### src/common/ctrl_config.svh
`ifndef CTRL_CONFIG_SVH
`define CTRL_CONFIG_SVH

// Instruction field widths
`define OPCODE_WIDTH 6
`define FUNCT_WIDTH 6

// Fetch sequencing
`define STEP_WIDTH 2
`define FETCH_STEPS 4 // Memory read takes three cycles, PC update one

`endif

### src/common/ctrlPkg.sv
`include "ctrl_config.svh"

package ctrlPkg;

    typedef enum logic [`OPCODE_WIDTH-1:0] {
        opcRType = 6'b000000,
        opcBeq   = 6'b000100,
        opcBne   = 6'b000101,
        opcBle   = 6'b000110,
        opcBgt   = 6'b000111,
        opcAddi  = 6'b001000,
        opcAddiu = 6'b001001
    } opcode_t;

    typedef enum logic [`FUNCT_WIDTH-1:0] {
        fnMfhi = 6'b010000,
        fnMflo = 6'b010010,
        fnMult = 6'b011000,
        fnDiv  = 6'b011010,
        fnAdd  = 6'b100000,
        fnSub  = 6'b100010,
        fnAnd  = 6'b100100
    } funct_t;

    // Raw fields, so unknown encodings stay representable
    typedef struct packed {
        logic [`OPCODE_WIDTH-1:0] opcode;
        logic [`FUNCT_WIDTH-1:0]  funct;
    } instrFields_t;

    typedef enum logic [3:0] {
        opAdd, opSub, opAnd, opAddi, opAddiu,
        opBeq, opBne, opBle, opBgt,
        opMult, opDiv, opMfhi, opMflo,
        opIllegal
    } op_t;

    typedef enum logic [4:0] {
        stInit, stFetch, stPrecalc, stLoadOperands,
        stAdd, stSub, stAnd, stAddi, stAddiu,
        stWriteRd, stWriteRt,
        stBeq, stBne, stBle, stBgt, stBranchTaken,
        stMultStart, stMultWait, stMultResult,
        stDivStart, stDivWait, stDivResult,
        stMfhi, stMflo,
        stTrap
    } state_t;

    typedef struct packed {
        logic overflow;
        logic gt;
        logic lt;
        logic eq;
    } aluFlags_t;

    typedef enum logic [2:0] {
        aluNone    = 3'b000,
        aluAdd     = 3'b001,
        aluSub     = 3'b010,
        aluAnd     = 3'b011,
        aluCompare = 3'b111
    } aluOp_t;

    typedef enum logic [1:0] {srcAPc = 2'b00, srcARegA = 2'b01} aluSrcA_t;

    typedef enum logic [1:0] {
        srcBRegB         = 2'b00,
        srcBFour         = 2'b01,
        srcBBranchOffset = 2'b10,
        srcBSignImm      = 2'b11
    } aluSrcB_t;

    typedef enum logic [1:0] {pcPlus4 = 2'b00, pcAluOut = 2'b10} pcSrc_t;

    typedef enum logic [1:0] {dstRd = 2'b00, dstStackReg = 2'b01, dstRt = 2'b11} regDst_t;

    typedef enum logic [1:0] {
        dataAluOut   = 2'b00,
        dataLo       = 2'b01,
        dataHi       = 2'b10,
        dataStackTop = 2'b11
    } regData_t;

    typedef struct packed {
        logic     writePc;
        logic     writeA;
        logic     writeB;
        logic     writeAluOut;
        logic     writeInstr;
        logic     writeReg;
        logic     writeHiLo;
        logic     hiLoSel;     // 0 mult result, 1 div result
        logic     multStart;
        logic     divStart;
        aluOp_t   aluOp;
        aluSrcA_t aluSrcA;
        aluSrcB_t aluSrcB;
        pcSrc_t   pcSrc;
        regDst_t  regDst;
        regData_t regData;
    } ctrlWord_t;

    typedef enum logic [1:0] {trapNone, trapBadOpcode, trapOverflow} trap_t;

endpackage

### src/sequencer/controlWordGen.sv
`timescale 1ns/100ps
`include "ctrl_config.svh"

module controlWordGen import ctrlPkg::*; (
    input  state_t                 state,
    input  logic [`STEP_WIDTH-1:0] step,
    output ctrlWord_t              ctrl
);

    localparam ctrlWord_t ctrlIdle = '{
        writePc:     1'b0,
        writeA:      1'b0,
        writeB:      1'b0,
        writeAluOut: 1'b0,
        writeInstr:  1'b0,
        writeReg:    1'b0,
        writeHiLo:   1'b0,
        hiLoSel:     1'b0,
        multStart:   1'b0,
        divStart:    1'b0,
        aluOp:       aluNone,
        aluSrcA:     srcAPc,
        aluSrcB:     srcBRegB,
        pcSrc:       pcPlus4,
        regDst:      dstRd,
        regData:     dataAluOut
    };

    always_comb begin
        ctrl = ctrlIdle;
        case (state)
            stInit: begin
                ctrl.writeReg = 1'b1; // Load stack pointer
                ctrl.regDst   = dstStackReg;
                ctrl.regData  = dataStackTop;
            end
            stFetch: begin
                if (int'(step) == `FETCH_STEPS - 1) begin
                    ctrl.writePc = 1'b1; // PC takes pc + 4
                    ctrl.pcSrc   = pcAluOut;
                end else begin
                    ctrl.writeInstr  = 1'b1;
                    ctrl.writeAluOut = 1'b1;
                    ctrl.aluSrcA     = srcAPc;
                    ctrl.aluSrcB     = srcBFour;
                    ctrl.aluOp       = aluAdd;
                end
            end
            stPrecalc: begin
                ctrl.writeAluOut = 1'b1; // Branch target into ALUOut
                ctrl.aluSrcA     = srcAPc;
                ctrl.aluSrcB     = srcBBranchOffset;
                ctrl.aluOp       = aluAdd;
            end
            stLoadOperands: begin
                ctrl.writeA = 1'b1;
                ctrl.writeB = 1'b1;
            end
            stAdd, stSub, stAnd: begin
                ctrl.writeAluOut = 1'b1;
                ctrl.aluSrcA     = srcARegA;
                ctrl.aluSrcB     = srcBRegB;
                case (state)
                    stSub:   ctrl.aluOp = aluSub;
                    stAnd:   ctrl.aluOp = aluAnd;
                    default: ctrl.aluOp = aluAdd;
                endcase
            end
            stAddi, stAddiu: begin
                ctrl.writeAluOut = 1'b1;
                ctrl.aluSrcA     = srcARegA;
                ctrl.aluSrcB     = srcBSignImm;
                ctrl.aluOp       = aluAdd;
            end
            stWriteRd: begin
                ctrl.writeReg = 1'b1;
                ctrl.regDst   = dstRd;
                ctrl.regData  = dataAluOut;
            end
            stWriteRt: begin
                ctrl.writeReg = 1'b1;
                ctrl.regDst   = dstRt;
                ctrl.regData  = dataAluOut;
            end
            stBeq, stBne, stBle, stBgt: begin
                ctrl.aluSrcA = srcARegA;
                ctrl.aluSrcB = srcBRegB;
                ctrl.aluOp   = aluCompare;
            end
            stBranchTaken: begin
                ctrl.writePc = 1'b1;
                ctrl.pcSrc   = pcAluOut;
            end
            stMultStart:  ctrl.multStart = 1'b1;
            stDivStart:   ctrl.divStart  = 1'b1;
            stMultResult: ctrl.writeHiLo = 1'b1;
            stDivResult: begin
                ctrl.writeHiLo = 1'b1;
                ctrl.hiLoSel   = 1'b1;
            end
            stMfhi: begin
                ctrl.writeReg = 1'b1;
                ctrl.regDst   = dstRd;
                ctrl.regData  = dataHi;
            end
            stMflo: begin
                ctrl.writeReg = 1'b1;
                ctrl.regDst   = dstRd;
                ctrl.regData  = dataLo;
            end
            default: ctrl = ctrlIdle; // Wait states and trap
        endcase
    end

endmodule

### src/sequencer/stateSequencer.sv
`timescale 1ns/100ps
`include "ctrl_config.svh"

module stateSequencer import ctrlPkg::*; (
    input  logic                   clk,
    input  logic                   reset,
    input  op_t                    op,
    input  aluFlags_t              flags,
    input  logic                   multDone,
    input  logic                   divDone,
    output state_t                 state,
    output logic [`STEP_WIDTH-1:0] step,
    output trap_t                  trap
);

    state_t nextState;
    trap_t  nextTrap;
    logic   lastStep;

    assign lastStep = (int'(step) == `FETCH_STEPS - 1);

    always_comb begin
        nextState = state;
        nextTrap  = trap; // Cause is held once set
        case (state)
            stInit:    nextState = stFetch;
            stFetch: begin
                if (lastStep) begin
                    nextState = stPrecalc;
                end
            end
            stPrecalc: nextState = stLoadOperands;

            // Dispatch on the decoded op while the instruction register holds it
            stLoadOperands: begin
                case (op)
                    opAdd:   nextState = stAdd;
                    opSub:   nextState = stSub;
                    opAnd:   nextState = stAnd;
                    opAddi:  nextState = stAddi;
                    opAddiu: nextState = stAddiu;
                    opBeq:   nextState = stBeq;
                    opBne:   nextState = stBne;
                    opBle:   nextState = stBle;
                    opBgt:   nextState = stBgt;
                    opMult:  nextState = stMultStart;
                    opDiv:   nextState = stDivStart;
                    opMfhi:  nextState = stMfhi;
                    opMflo:  nextState = stMflo;
                    default: begin
                        nextState = stTrap;
                        nextTrap  = trapBadOpcode;
                    end
                endcase
            end

            stAdd, stSub: begin
                if (flags.overflow) begin
                    nextState = stTrap;
                    nextTrap  = trapOverflow;
                end else begin
                    nextState = stWriteRd;
                end
            end
            stAnd: nextState = stWriteRd;
            stAddi: begin
                if (flags.overflow) begin
                    nextState = stTrap;
                    nextTrap  = trapOverflow;
                end else begin
                    nextState = stWriteRt;
                end
            end
            stAddiu: nextState = stWriteRt; // Unsigned add never traps
            stWriteRd, stWriteRt: nextState = stFetch;

            // Compare result is valid in the branch state itself
            stBeq: nextState = flags.eq ? stBranchTaken : stFetch;
            stBne: nextState = !flags.eq ? stBranchTaken : stFetch;
            stBle: nextState = (flags.eq || flags.lt) ? stBranchTaken : stFetch;
            stBgt: nextState = flags.gt ? stBranchTaken : stFetch;
            stBranchTaken: nextState = stFetch;

            stMultStart: nextState = stMultWait;
            stMultWait: begin
                if (multDone) begin
                    nextState = stMultResult;
                end
            end
            stMultResult: nextState = stFetch;
            stDivStart:   nextState = stDivWait;
            stDivWait: begin
                if (divDone) begin
                    nextState = stDivResult;
                end
            end
            stDivResult: nextState = stFetch;

            stMfhi, stMflo: nextState = stFetch;
            stTrap:         nextState = stTrap; // Only reset leaves
            default:        nextState = stTrap;
        endcase
    end

    always_ff @(posedge clk) begin
        if (reset) begin
            state <= stInit;
            step  <= '0;
            trap  <= trapNone;
        end else begin
            state <= nextState;
            trap  <= nextTrap;
            if (state == stFetch && !lastStep) begin
                step <= step + 1'b1;
            end else begin
                step <= '0;
            end
        end
    end

endmodule

### src/ctrlUnit.sv
`timescale 1ns/100ps
`include "ctrl_config.svh"

module ctrlUnit import ctrlPkg::*; (
    input  logic         clk,
    input  logic         reset,
    input  instrFields_t instr,
    input  aluFlags_t    flags,
    input  logic         multDone,
    input  logic         divDone,
    output ctrlWord_t    ctrl,
    output trap_t        trap
);

    op_t                    op;
    state_t                 state;
    logic [`STEP_WIDTH-1:0] step;

    instrDecoder decoder0 (
        .instr (instr),
        .op    (op)
    );

    stateSequencer sequencer0 (
        .clk      (clk),
        .reset    (reset),
        .op       (op),
        .flags    (flags),
        .multDone (multDone),
        .divDone  (divDone),
        .state    (state),
        .step     (step),
        .trap     (trap)
    );

    controlWordGen ctrlGen0 (
        .state (state),
        .step  (step),
        .ctrl  (ctrl)
    );

endmodule

### src/instrDecoder.sv
`timescale 1ns/100ps
`include "ctrl_config.svh"

module instrDecoder import ctrlPkg::*; (
    input  instrFields_t instr,
    output op_t          op
);

    logic [`OPCODE_WIDTH-1:0] opcode;
    logic [`FUNCT_WIDTH-1:0]  funct;

    assign opcode = instr.opcode;
    assign funct  = instr.funct;

    always_comb begin
        case (opcode)
            opcRType: begin
                case (funct)
                    fnAdd:   op = opAdd;
                    fnSub:   op = opSub;
                    fnAnd:   op = opAnd;
                    fnMult:  op = opMult;
                    fnDiv:   op = opDiv;
                    fnMfhi:  op = opMfhi;
                    fnMflo:  op = opMflo;
                    default: op = opIllegal; // Unknown funct
                endcase
            end
            opcAddi:  op = opAddi;
            opcAddiu: op = opAddiu;
            opcBeq:   op = opBeq;
            opcBne:   op = opBne;
            opcBle:   op = opBle;
            opcBgt:   op = opBgt;
            default:  op = opIllegal;
        endcase
    end

endmodule

### config.mk
export PLATFORM = sky130hd
export DESIGN_NAME = ctrlUnit
export DESIGN_NICKNAME = d
export VERILOG_FILES = /design/src/common/ctrlPkg.sv /design/src/sequencer/controlWordGen.sv /design/src/sequencer/stateSequencer.sv /design/src/ctrlUnit.sv /design/src/instrDecoder.sv
export VERILOG_INCLUDE_DIRS = /design/src /design/src/common
export SDC_FILE = /design/constraint.sdc
export NUM_CORES = 1
export LEC_CHECK = 0
export ABC_AREA = 1
export BUFFER_PORTS_ARGS = -buffer_cell sky130_fd_sc_hd__buf_2
export CAP_MARGIN = 20
export CELL_PAD_IN_SITES_DETAIL_PLACEMENT = 1
export CELL_PAD_IN_SITES_GLOBAL_PLACEMENT = 1
export CORE_MARGIN = 3
export CORE_UTILIZATION = 35
export CTS_CLUSTER_SIZE = 8
export DETAILED_ROUTE_END_ITERATION = 6
export GPL_TIMING_DRIVEN = 0
export PLACE_DENSITY_LB_ADDON = 0.1
export SYNTH_ARGS = -nofsm -noshare
export SYNTH_HDL_FRONTEND = slang
export SYNTH_SLANG_ARGS = --single-unit
### constraint.sdc
create_clock -name clk -period 3.1 [get_ports clk]
set_input_delay 0.62 -clock clk [delete_from_list [all_inputs] [get_ports clk]]
set_output_delay 0.62 -clock clk [all_outputs]
set_load 0.01 [all_outputs]
==> results.toml, run 1 <==
[floorplan]
boundaryPins = 45
start_util_pct = 37.0
floorplan.rows = 21
coreArea_um2 = 3420
die_w_um = 66.1
dieArea_um2 = 4360
die-height_um = 66.1

[timing]
period_share_pct = 79.4
max_freq_ghz = 0.406
finClkSkew_ns = 0.00632
rsz_0062_raised_after_global_routing = "no"
period_minus_slack_ns = 2.46
timing.setup.tns_ns = 0
final-setup-viol-count = 0
finalHoldViolCount = 0
hold_slack_ns = 0.435
final-max-slew-violation-count = 0

[synth]
synthDominantAreaCellType = "sky130_fd_sc_hd__dfxtp_1"
ys_seq_area_share_pct = 14.3
synthTopCellsByCount = "48 x sky130_fd_sc_hd__nand2_1, 28 x sky130_fd_sc_hd__inv_1, 28 x sky130_fd_sc_hd__nor2_1"
synthesis_stage_register_bit_count = 9
synth_top_cell_area_share_pct = 14.3
syn_inst = 223
post-synth-top-count-cell = "sky130_fd_sc_hd__nand2_1"
netlist_top_cells_area = "sky130_fd_sc_hd__dfxtp_1 14%, sky130_fd_sc_hd__nand2_1 14%, sky130_fd_sc_hd__nand3_1 8.7%"
number_of_synthesized_flops_with_an_enable_pin = 0
syn-mean-instance-area_um2 = 5.66
synthesis.yosys.warnings = 0
flip_flop_cell_with_the_highest_count_after_synthesis = "sky130_fd_sc_hd__dfxtp_1"
number_of_distinct_library_cells_after_synthesis = 37
synthesis.area_um2 = 1260
synth_async_reset_ratio_pct = 0

[setup_path]
r2r_setup_slack_ns = 1.36
cp_slowest_stage_delay_ns = 0.31
worst_path_arrival_ns = 1.84
worst_setup_path_end_kind = "output port"
path_buf_inv = 6
cp_cell_sequence = "buf_2 > inv_2 > nor2_1 > inv_2 > nor3_4 > inv_1 > o21ai_0 > buf_4 > buf_2"
setup.worst_path.start_class = "flip-flop"
critical_path.slowest_cell = "sky130_fd_sc_hd__dfxtp_1"
worst-endpoint-required_ns = 2.48
cp_max_fo = 8
worst_path_dominant_cell_family = "buffers and inverters"
setup.worst_path.class = "flip-flop to output port"

[clock_network]
cts_sinks = 9
cts.repair_timing.setup_buffer_count = 0
cts_clock_pin_slew_for_the_worst_setup_and_hold_paths_ns = 0.06
holdBufCountCts = 0
cts_max_level = 1
clock_tree_from_tritoncts = "done"
insertion_delay_ns = 0.26
cts_resized = 0
clockBufferDepth = 2
ctsRootBufferMaster = "sky130_fd_sc_hd__clkbuf_4"
tritoncts.num_buffers = 3

[power_and_ir_drop]
power_frac_clock_pct = 11.2
power_report.internal_total_uw = 392
seq_power_share_pct = 19.5
netSwitchingFraction_pct = 51.0
cellPowerDensity_nw_per_um2 = 514
total_leakage_power_uw = 0.000854
ir_worst_vdd_v = 0.000327
power_switching_uw = 408
combPwrFrac_pct = 69.4

[global_route]
grt_first_pass_wirelength_mm = 6.08
number_of_global_route_vias_before_repair = 1459
grt.total_usage_pct = 17.2
largest_net_degree_at_the_start_of_global_routing = 10
grt_overflow_total = 0
antenna_violations_before_repair = 0

[routing]
drcViolationCount = 0
wirelength_mm = 3.53
detail_route.wl_per_cell_um = 11.2
iteration_count_of_the_initial_detailed_routing_pass = 4
route.vias.total = 1548
route.antenna.remaining_nets = 0
vias_per_cell = 4.91
detailed_router_s_first_iteration_violation_count = 53

[placed_design]
numPortBuffers = 41
place.detailed.hpwl_mm = 3.10
finalWeightedCongestion = 0.858

[hold_path]
hold_path.class = "flip-flop to flip-flop"

[run]
cap_viol_max_count = 0

[layout]
insertedDiodeCount = 0
final_layout_size_suffix_gt1_share_pct = 32.3
fin_util_pct = 45.5
p_r_area_growth_vs_syn_pct = 23.2
final_nets = 291

[run_status]
run_status = "finished, final reports clean"
[worst paths after layout]
kind | start | end | cells past startpoint
hold reg to reg | sequencer0.step[0]$_SDFF_PP0_ | sequencer0.step[0]$_SDFF_PP0_ | 1
setup / recovery | sequencer0.state[0]$_SDFFE_PP0P_ | ctrl[22] | 9
setup reg to reg | sequencer0.state[0]$_SDFFE_PP0P_ | sequencer0.state[3]$_SDFFE_PP0P_ | 11
hold / removal | sequencer0.step[0]$_SDFF_PP0_ | sequencer0.step[0]$_SDFF_PP0_ | 1
[cells in the final DEF, fill, tap and decap left out, types with 3 or more instances in the layout]
cell                       instances
sky130_fd_sc_hd__o21ai_0           7
sky130_fd_sc_hd__clkbuf_4          3
sky130_fd_sc_hd__buf_4             4
sky130_fd_sc_hd__a21oi_1           6
sky130_fd_sc_hd__buf_2            43
sky130_fd_sc_hd__nor3_1            8
sky130_fd_sc_hd__nand2_2           4
sky130_fd_sc_hd__nor2_2           12
sky130_fd_sc_hd__nor2_4            5
sky130_fd_sc_hd__dfxtp_1           9
sky130_fd_sc_hd__nand3_1          22
sky130_fd_sc_hd__nand4_1           4
sky130_fd_sc_hd__nand2_1          48
sky130_fd_sc_hd__inv_1            28
sky130_fd_sc_hd__nor2_1           28
sky130_fd_sc_hd__inv_2             7
[flip-flops by register name, summed over array words and instances (netlist names)]
signal,count
sequencer0.trap,2
sequencer0.step,2
sequencer0.state,5
[cells by family (layout without fill, tap and decap cells)]
logic type,count (synthesis),count (layout),share of synthesized area (%)
other,1,2,0.297
buffers and inverters,44,89,14.5
flip-flops,9,9,14.3
AND/OR/NAND/NOR,141,141,56.1
adder cells (fa/ha/maj),1,1,0.991
AO/OA/AOI/OAI,27,27,13.9
[power by group through the flow]
stage | clock (uW) | sequential, uW | combinational, uW
2_1_floorplan | 0 | 154 | 386
3_3_place_gp | 0 | 158 | 561
3_5_place_dp | 0 | 159 | 558
4_1_cts | 93.9 | 156 | 561
5_1_grt | 101 | 159 | 632
6_report | 89.4 | 156 | 555
[layer usage]
metal	vias up	global-route usage (%)	part of all wire, %
met4	0	3.81	0.54
met1	691	24.9	51
met5	-	0	0
met3	2	1.70	6.5
met2	48	27.3	42
li1	807	-	-
[through the flow]
step,power [uW],setup slack [ns],std cells,area (um^2)
floorplan,541,1.03,224,1270
global placement,718,0.906,311,1530
detailed placement,717,0.898,311,1530
CTS,811,0.599,315,1560
global route,892,0.440,315,1560
finish,800,0.638,315,1560
[area by class of cell]
class | instances | area (um^2)
tap | 46 | 57.6
fill | 521 | 1860
inverter | 37 | 139
timing repair buffer | 41 | 205
buffer | 7 | 43.8
clock buffer | 4 | 26.3
multi-input combinational | 171 | 903
sequential | 9 | 180
No activity file was read; power rests on OpenSTA's default activity.
==> run 2: changes to the inputs <==
Settings changed: CORE_UTILIZATION 35 to 29.
Clock period 3.1 ns to 2.25 ns, I/O delays scaled along.
==> results.toml, run 2 (synthesis results as in run 1) <==
[floorplan]
start_util_pct = 30.9
die-height_um = 72.0
dieArea_um2 = 5180
die_w_um = 72.0
floorplan.rows = 23
boundaryPins = 45
coreArea_um2 = 4090

[layout]
top_library_cells_by_usage_in_the_layout_fill_and_taps_aside = "47 x sky130_fd_sc_hd__nand2_1, 41 x sky130_fd_sc_hd__buf_2, 27 x sky130_fd_sc_hd__inv_1, 27 x sky130_fd_sc_hd__nor2_1, 22 x sky130_fd_sc_hd__nand3_1"
final_common_cell = "sky130_fd_sc_hd__nand2_1"
final_nets = 294
layout_top_registers = "sequencer0.state: 5 flops, sequencer0.step: 2 flops, sequencer0.trap: 2 flops"
final_layout_size_suffix_gt1_share_pct = 35.7
p_r_area_growth_vs_syn_pct = 29.1
insertedDiodeCount = 0
fill_cells = 583
registers.top_by_ff_count = "sequencer0.state"
largest_register_ff_count = 5

[clock_network]
cts_max_level = 1
cts_sinks = 9
clockBufferDepth = 2
holdBufCountCts = 0
ctsRootBufferMaster = "sky130_fd_sc_hd__clkbuf_8"
tritoncts.num_buffers = 3
insertion_delay_ns = 0.23
cts_clock_pin_slew_for_the_worst_setup_and_hold_paths_ns = 0.04
clock_tree_from_tritoncts = "done"

[setup_path]
cpMostUsedCell = "sky130_fd_sc_hd__nor2_1"
worst_setup_path_end_kind = "output port"
setup.worst_path.start_class = "flip-flop"
cp_cell_sequence = "buf_6 > buf_4 > nand2_2 > nor2_1 > nor2_1 > nand2_1 > or3_1 > buf_2"
worst-endpoint-required_ns = 1.80
worst_setup_path_startpoint = "sequencer0.state[0]$_SDFFE_PP0P_"
worst_path_arrival_ns = 1.66
rr_startpoint = "sequencer0.state[2]$_SDFFE_PP0P_"
critical_path.slowest_cell = "sky130_fd_sc_hd__or3_1"
setup.worst_path.class = "flip-flop to output port"
cp_max_fo = 6
cp_slowest_stage_delay_ns = 0.36

[power_and_ir_drop]
power_switching_uw = 594
seq_power_share_pct = 17.9
power_frac_clock_pct = 15.1
ir_worst_vdd_v = 0.000313
netSwitchingFraction_pct = 48.2
combPwrFrac_pct = 67.0
total_leakage_power_uw = 0.000882
power_report.internal_total_uw = 638
power_uw = 1230
cellPowerDensity_nw_per_um2 = 756

[timing]
final-setup-viol-count = 0
max_freq_ghz = 0.473
final-max-slew-violation-count = 0
rsz_0062_raised_after_global_routing = "no"
period_minus_slack_ns = 2.11
finalHoldViolCount = 0
period_share_pct = 94.0
timing.setup.tns_ns = 0
finClkSkew_ns = 0.00314

[routing]
detailed_router_s_first_iteration_violation_count = 57
wirelength_mm = 3.84
drcViolationCount = 0
route.antenna.remaining_nets = 0
route.vias.total = 1518
vias_per_cell = 4.71
detail_route.wl_per_cell_um = 11.9
iteration_count_of_the_initial_detailed_routing_pass = 4

[hold_path]
hold_start = "sequencer0.step[0]$_SDFF_PP0_"
hold_path.class = "flip-flop to flip-flop"

[global_route]
antenna_violations_before_repair = 0
grt_first_pass_wirelength_mm = 6.49
grt.total_usage_pct = 15.0
grt_overflow_total = 0
largest_net_degree_at_the_start_of_global_routing = 10
number_of_global_route_vias_before_repair = 1487

[run_status]
run_status = "finished, final reports clean"

[placed_design]
numPortBuffers = 41
place.detailed.hpwl_mm = 3.24
finalWeightedCongestion = 0.843

[run]
cap_viol_max_count = 0
-- run 2: final cells by class --
type | count | area [um^2] | share of cell area (%)
buffer | 7 | 56.3 | 3.45
tap | 50 | 62.6 | 3.84
sequential | 9 | 183 | 11.2
clock buffer | 4 | 45.0 | 2.76
timing repair buffer | 44 | 228 | 14.0
multi-input combinational | 171 | 917 | 56.3
inverter | 37 | 139 | 8.52
-- run 2: path summary, 6_finish.rpt --
| path | slack (ns) | depth (start not counted) | end |
|---|---|---|---|
| setup / recovery | 0.14 | 8 | ctrl[10] |
| hold / removal | 0.43 | 1 | sequencer0.step[0]$_SDFF_PP0_ |
| setup reg to reg | 0.51 | 11 | sequencer0.trap[0]$_SDFFE_PP0P_ |
| hold reg to reg | 0.43 | 1 | sequencer0.step[0]$_SDFF_PP0_ |
-- run 2: through the flow --
step	worst slack, ns	utilization (%)	hold slack, ns	instance area, um^2	instances
4_1_cts	0.0332	38.8	0.434	1580	319
5_1_grt	0.00542	39.9	0.444	1630	322
3_3_place_gp	0.223	37.5	0.424	1530	315
6_report	0.136	39.9	0.429	1630	322
3_5_place_dp	0.203	37.5	0.428	1530	315
2_1_floorplan	0.354	-	0.406	1270	224
-- run 2: what timing repair did --
action	in CTS	in global routing
endpoints found under the setup margin	2	4
gates resized for setup	2	11
pin swaps	0	2
setup buffers	0	3
-- run 2: layer usage --
layer | wire [um] | track usage [%]
met2 | 1660 | 23.5
met4 | 0 | 1.88
met5 | 0 | 0
met3 | 230 | 2.08
met1 | 1950 | 22.5
-- run 2: power groups by stage --
stage | clock network (uW) | logic, uW | registers, uW
after floorplan | 0 | 532 | 213
after global placement | 0 | 777 | 218
after detailed placement | 0 | 780 | 217
after CTS | 198 | 789 | 215
after global routing | 208 | 928 | 224
final | 187 | 826 | 220
-- run 2: worst max-delay path, delay by kind of cell, from the launching register on --
kind | cells | cell delay [ns]
simple gates | 5 | 0.72
buf+inv | 3 | 0.40
flops | 1 | 0.30
==> run 3: changes to the inputs <==
Settings changed: CAP_MARGIN 20 to default, CELL_PAD_IN_SITES_DETAIL_PLACEMENT 1 to default, CELL_PAD_IN_SITES_GLOBAL_PLACEMENT 1 to default, CORE_UTILIZATION 29 to 40, PLACE_DENSITY from default to 0.69, PLACE_DENSITY_LB_ADDON 0.1 to default.
==> results.toml, run 3 (synthesis results as in run 1) <==
[setup_path]
setup.worst_path.class = "flip-flop to output port"
rr_startpoint = "sequencer0.state[4]$_SDFFE_PP0P_"
worst_path_arrival_ns = 1.71
worst_setup_path_end_kind = "output port"
cp_cell_sequence = "buf_8 > nor2_1 > nand2_1 > nor2_1 > nor2_1 > nand2_1 > or3_1 > buf_2"
worst_setup_path_startpoint = "sequencer0.state[4]$_SDFFE_PP0P_"
setup.worst_path.start_class = "flip-flop"
cp_max_fo = 9
cpMostUsedCell = "sky130_fd_sc_hd__nor2_1"
critical_path.slowest_cell = "sky130_fd_sc_hd__or3_1"
worst-endpoint-required_ns = 1.80
cp_slowest_stage_delay_ns = 0.36
r2r_setup_slack_ns = 0.47

[layout]
insertedDiodeCount = 0
final_nets = 293
p_r_area_growth_vs_syn_pct = 26.4
fin_util_pct = 55.5
registers.top_by_ff_count = "sequencer0.state"
final_cell_count_no_fill = 313
final_layout_size_suffix_gt1_share_pct = 35.4
top_library_cells_by_usage_in_the_layout_fill_and_taps_aside = "48 x sky130_fd_sc_hd__nand2_1, 41 x sky130_fd_sc_hd__buf_2, 27 x sky130_fd_sc_hd__inv_1"
largest_register_ff_count = 5
final_common_cell = "sky130_fd_sc_hd__nand2_1"
layout_top_registers = "sequencer0.state: 5 flops, sequencer0.step: 2 flops, sequencer0.trap: 2 flops"
fill_cells = 317

[timing]
final-setup-viol-count = 0
max_freq_ghz = 0.464
final-max-slew-violation-count = 0
finalHoldViolCount = 0
postLayoutSetupSlackWorst_ns = 0.0947
finClkSkew_ns = 0.00217
period_minus_slack_ns = 2.16
period_share_pct = 95.8

[placed_design]
finalWeightedCongestion = 0.948
place.detailed.hpwl_mm = 2.66
post-place-cells = 307
dpl_worst_slack_ns = 0.256
numPortBuffers = 41

[routing]
vias_per_cell = 4.82
wirelength_mm = 3.14
route.antenna.remaining_nets = 0
drcViolationCount = 0
iteration_count_of_the_initial_detailed_routing_pass = 4
detailed_router_s_first_iteration_violation_count = 72
route.vias.total = 1509
detail_route.wl_per_cell_um = 10.0

[global_route]
grt_first_pass_wirelength_mm = 5.31
grt.total_usage_pct = 15.7
grt_overflow_total = 0
number_of_global_route_vias_before_repair = 1284
largest_net_degree_at_the_start_of_global_routing = 10
antenna_violations_before_repair = 0

[power_and_ir_drop]
power_uw = 1130
cellPowerDensity_nw_per_um2 = 708
ir_worst_vdd_v = 0.000557
total_leakage_power_uw = 0.000869

[clock_network]
ctsRootBufferMaster = "sky130_fd_sc_hd__clkbuf_4"
insertion_delay_ns = 0.25
clock_tree_from_tritoncts = "done"
tritoncts.num_buffers = 3
cts_max_level = 1
holdBufCountCts = 0
cts_sinks = 9
cts_clock_pin_slew_for_the_worst_setup_and_hold_paths_ns = 0.06
clockBufferDepth = 2

[floorplan]
dieArea_um2 = 3870
boundaryPins = 45
floorplan.rows = 19
die-height_um = 62.2
coreArea_um2 = 2880
die_w_um = 62.2
start_util_pct = 43.9

[hold_path]
hold_path.class = "flip-flop to flip-flop"
hold_start = "sequencer0.step[0]$_SDFF_PP0_"

[run]
cap_viol_max_count = 0

[run_status]
run_status = "finished, final reports clean"
run 3: cell type report:
class | instances | area, um^2 | share of cell area (%)
Timing Repair Buffer | 43 | 220 | 13.8
Inverter | 37 | 139 | 8.71
Buffer | 7 | 56.3 | 3.53
Multi-Input combinational cell | 171 | 917 | 57.5
Tap cell | 42 | 52.6 | 3.29
Sequential cell | 9 | 184 | 11.5
Clock buffer | 4 | 26.3 | 1.65
run 3: timing repair:
action                                 CTS  global route
endpoints found under the hold margin    0             0
gates resized for setup                  2            12
pin swaps                                0             4
setup buffers                            0             2
setup endpoints to repair                2             4
run 3: stage by stage:
step,setup TNS (ns),hold WS (ns),instance area [um^2]
global route,-0.00577,0.466,1600
detailed placement,0,0.423,1520
global placement,0,0.421,1520
CTS,0,0.432,1560
floorplan,0,0.406,1270
finish,0,0.433,1600
run 3: path summary, 6_finish.rpt:
| path | endpoint | depth (start not counted) |
|---|---|---|
| min reg2reg | sequencer0.step[0]$_SDFF_PP0_ | 1 |
| max | ctrl[10] | 8 |
| min | sequencer0.step[0]$_SDFF_PP0_ | 1 |
| max reg2reg | sequencer0.trap[0]$_SDFFE_PP0P_ | 10 |
run 3: critical path: cells and delay by family, from the launching register on:
kind	cells	cell delay, ns
flip-flops	1	0.33
AND/OR/NAND/NOR	6	0.85
buffers and inverters	2	0.27
run 3: per-layer routing:
layer / track usage [%] / up-vias / wire length [um]
met1: 23.1 / 653 / 1640
li1: - / 816 / -
met4: 3.31 / 0 / 5
met2: 24.2 / 38 / 1320
met3: 2.34 / 2 / 177
met5: 0 / - / 0
run 3: power by group:
group,internal [uW],switching [uW]
clock,68.2,53.7
sequential,195,26.0
combinational,306,481
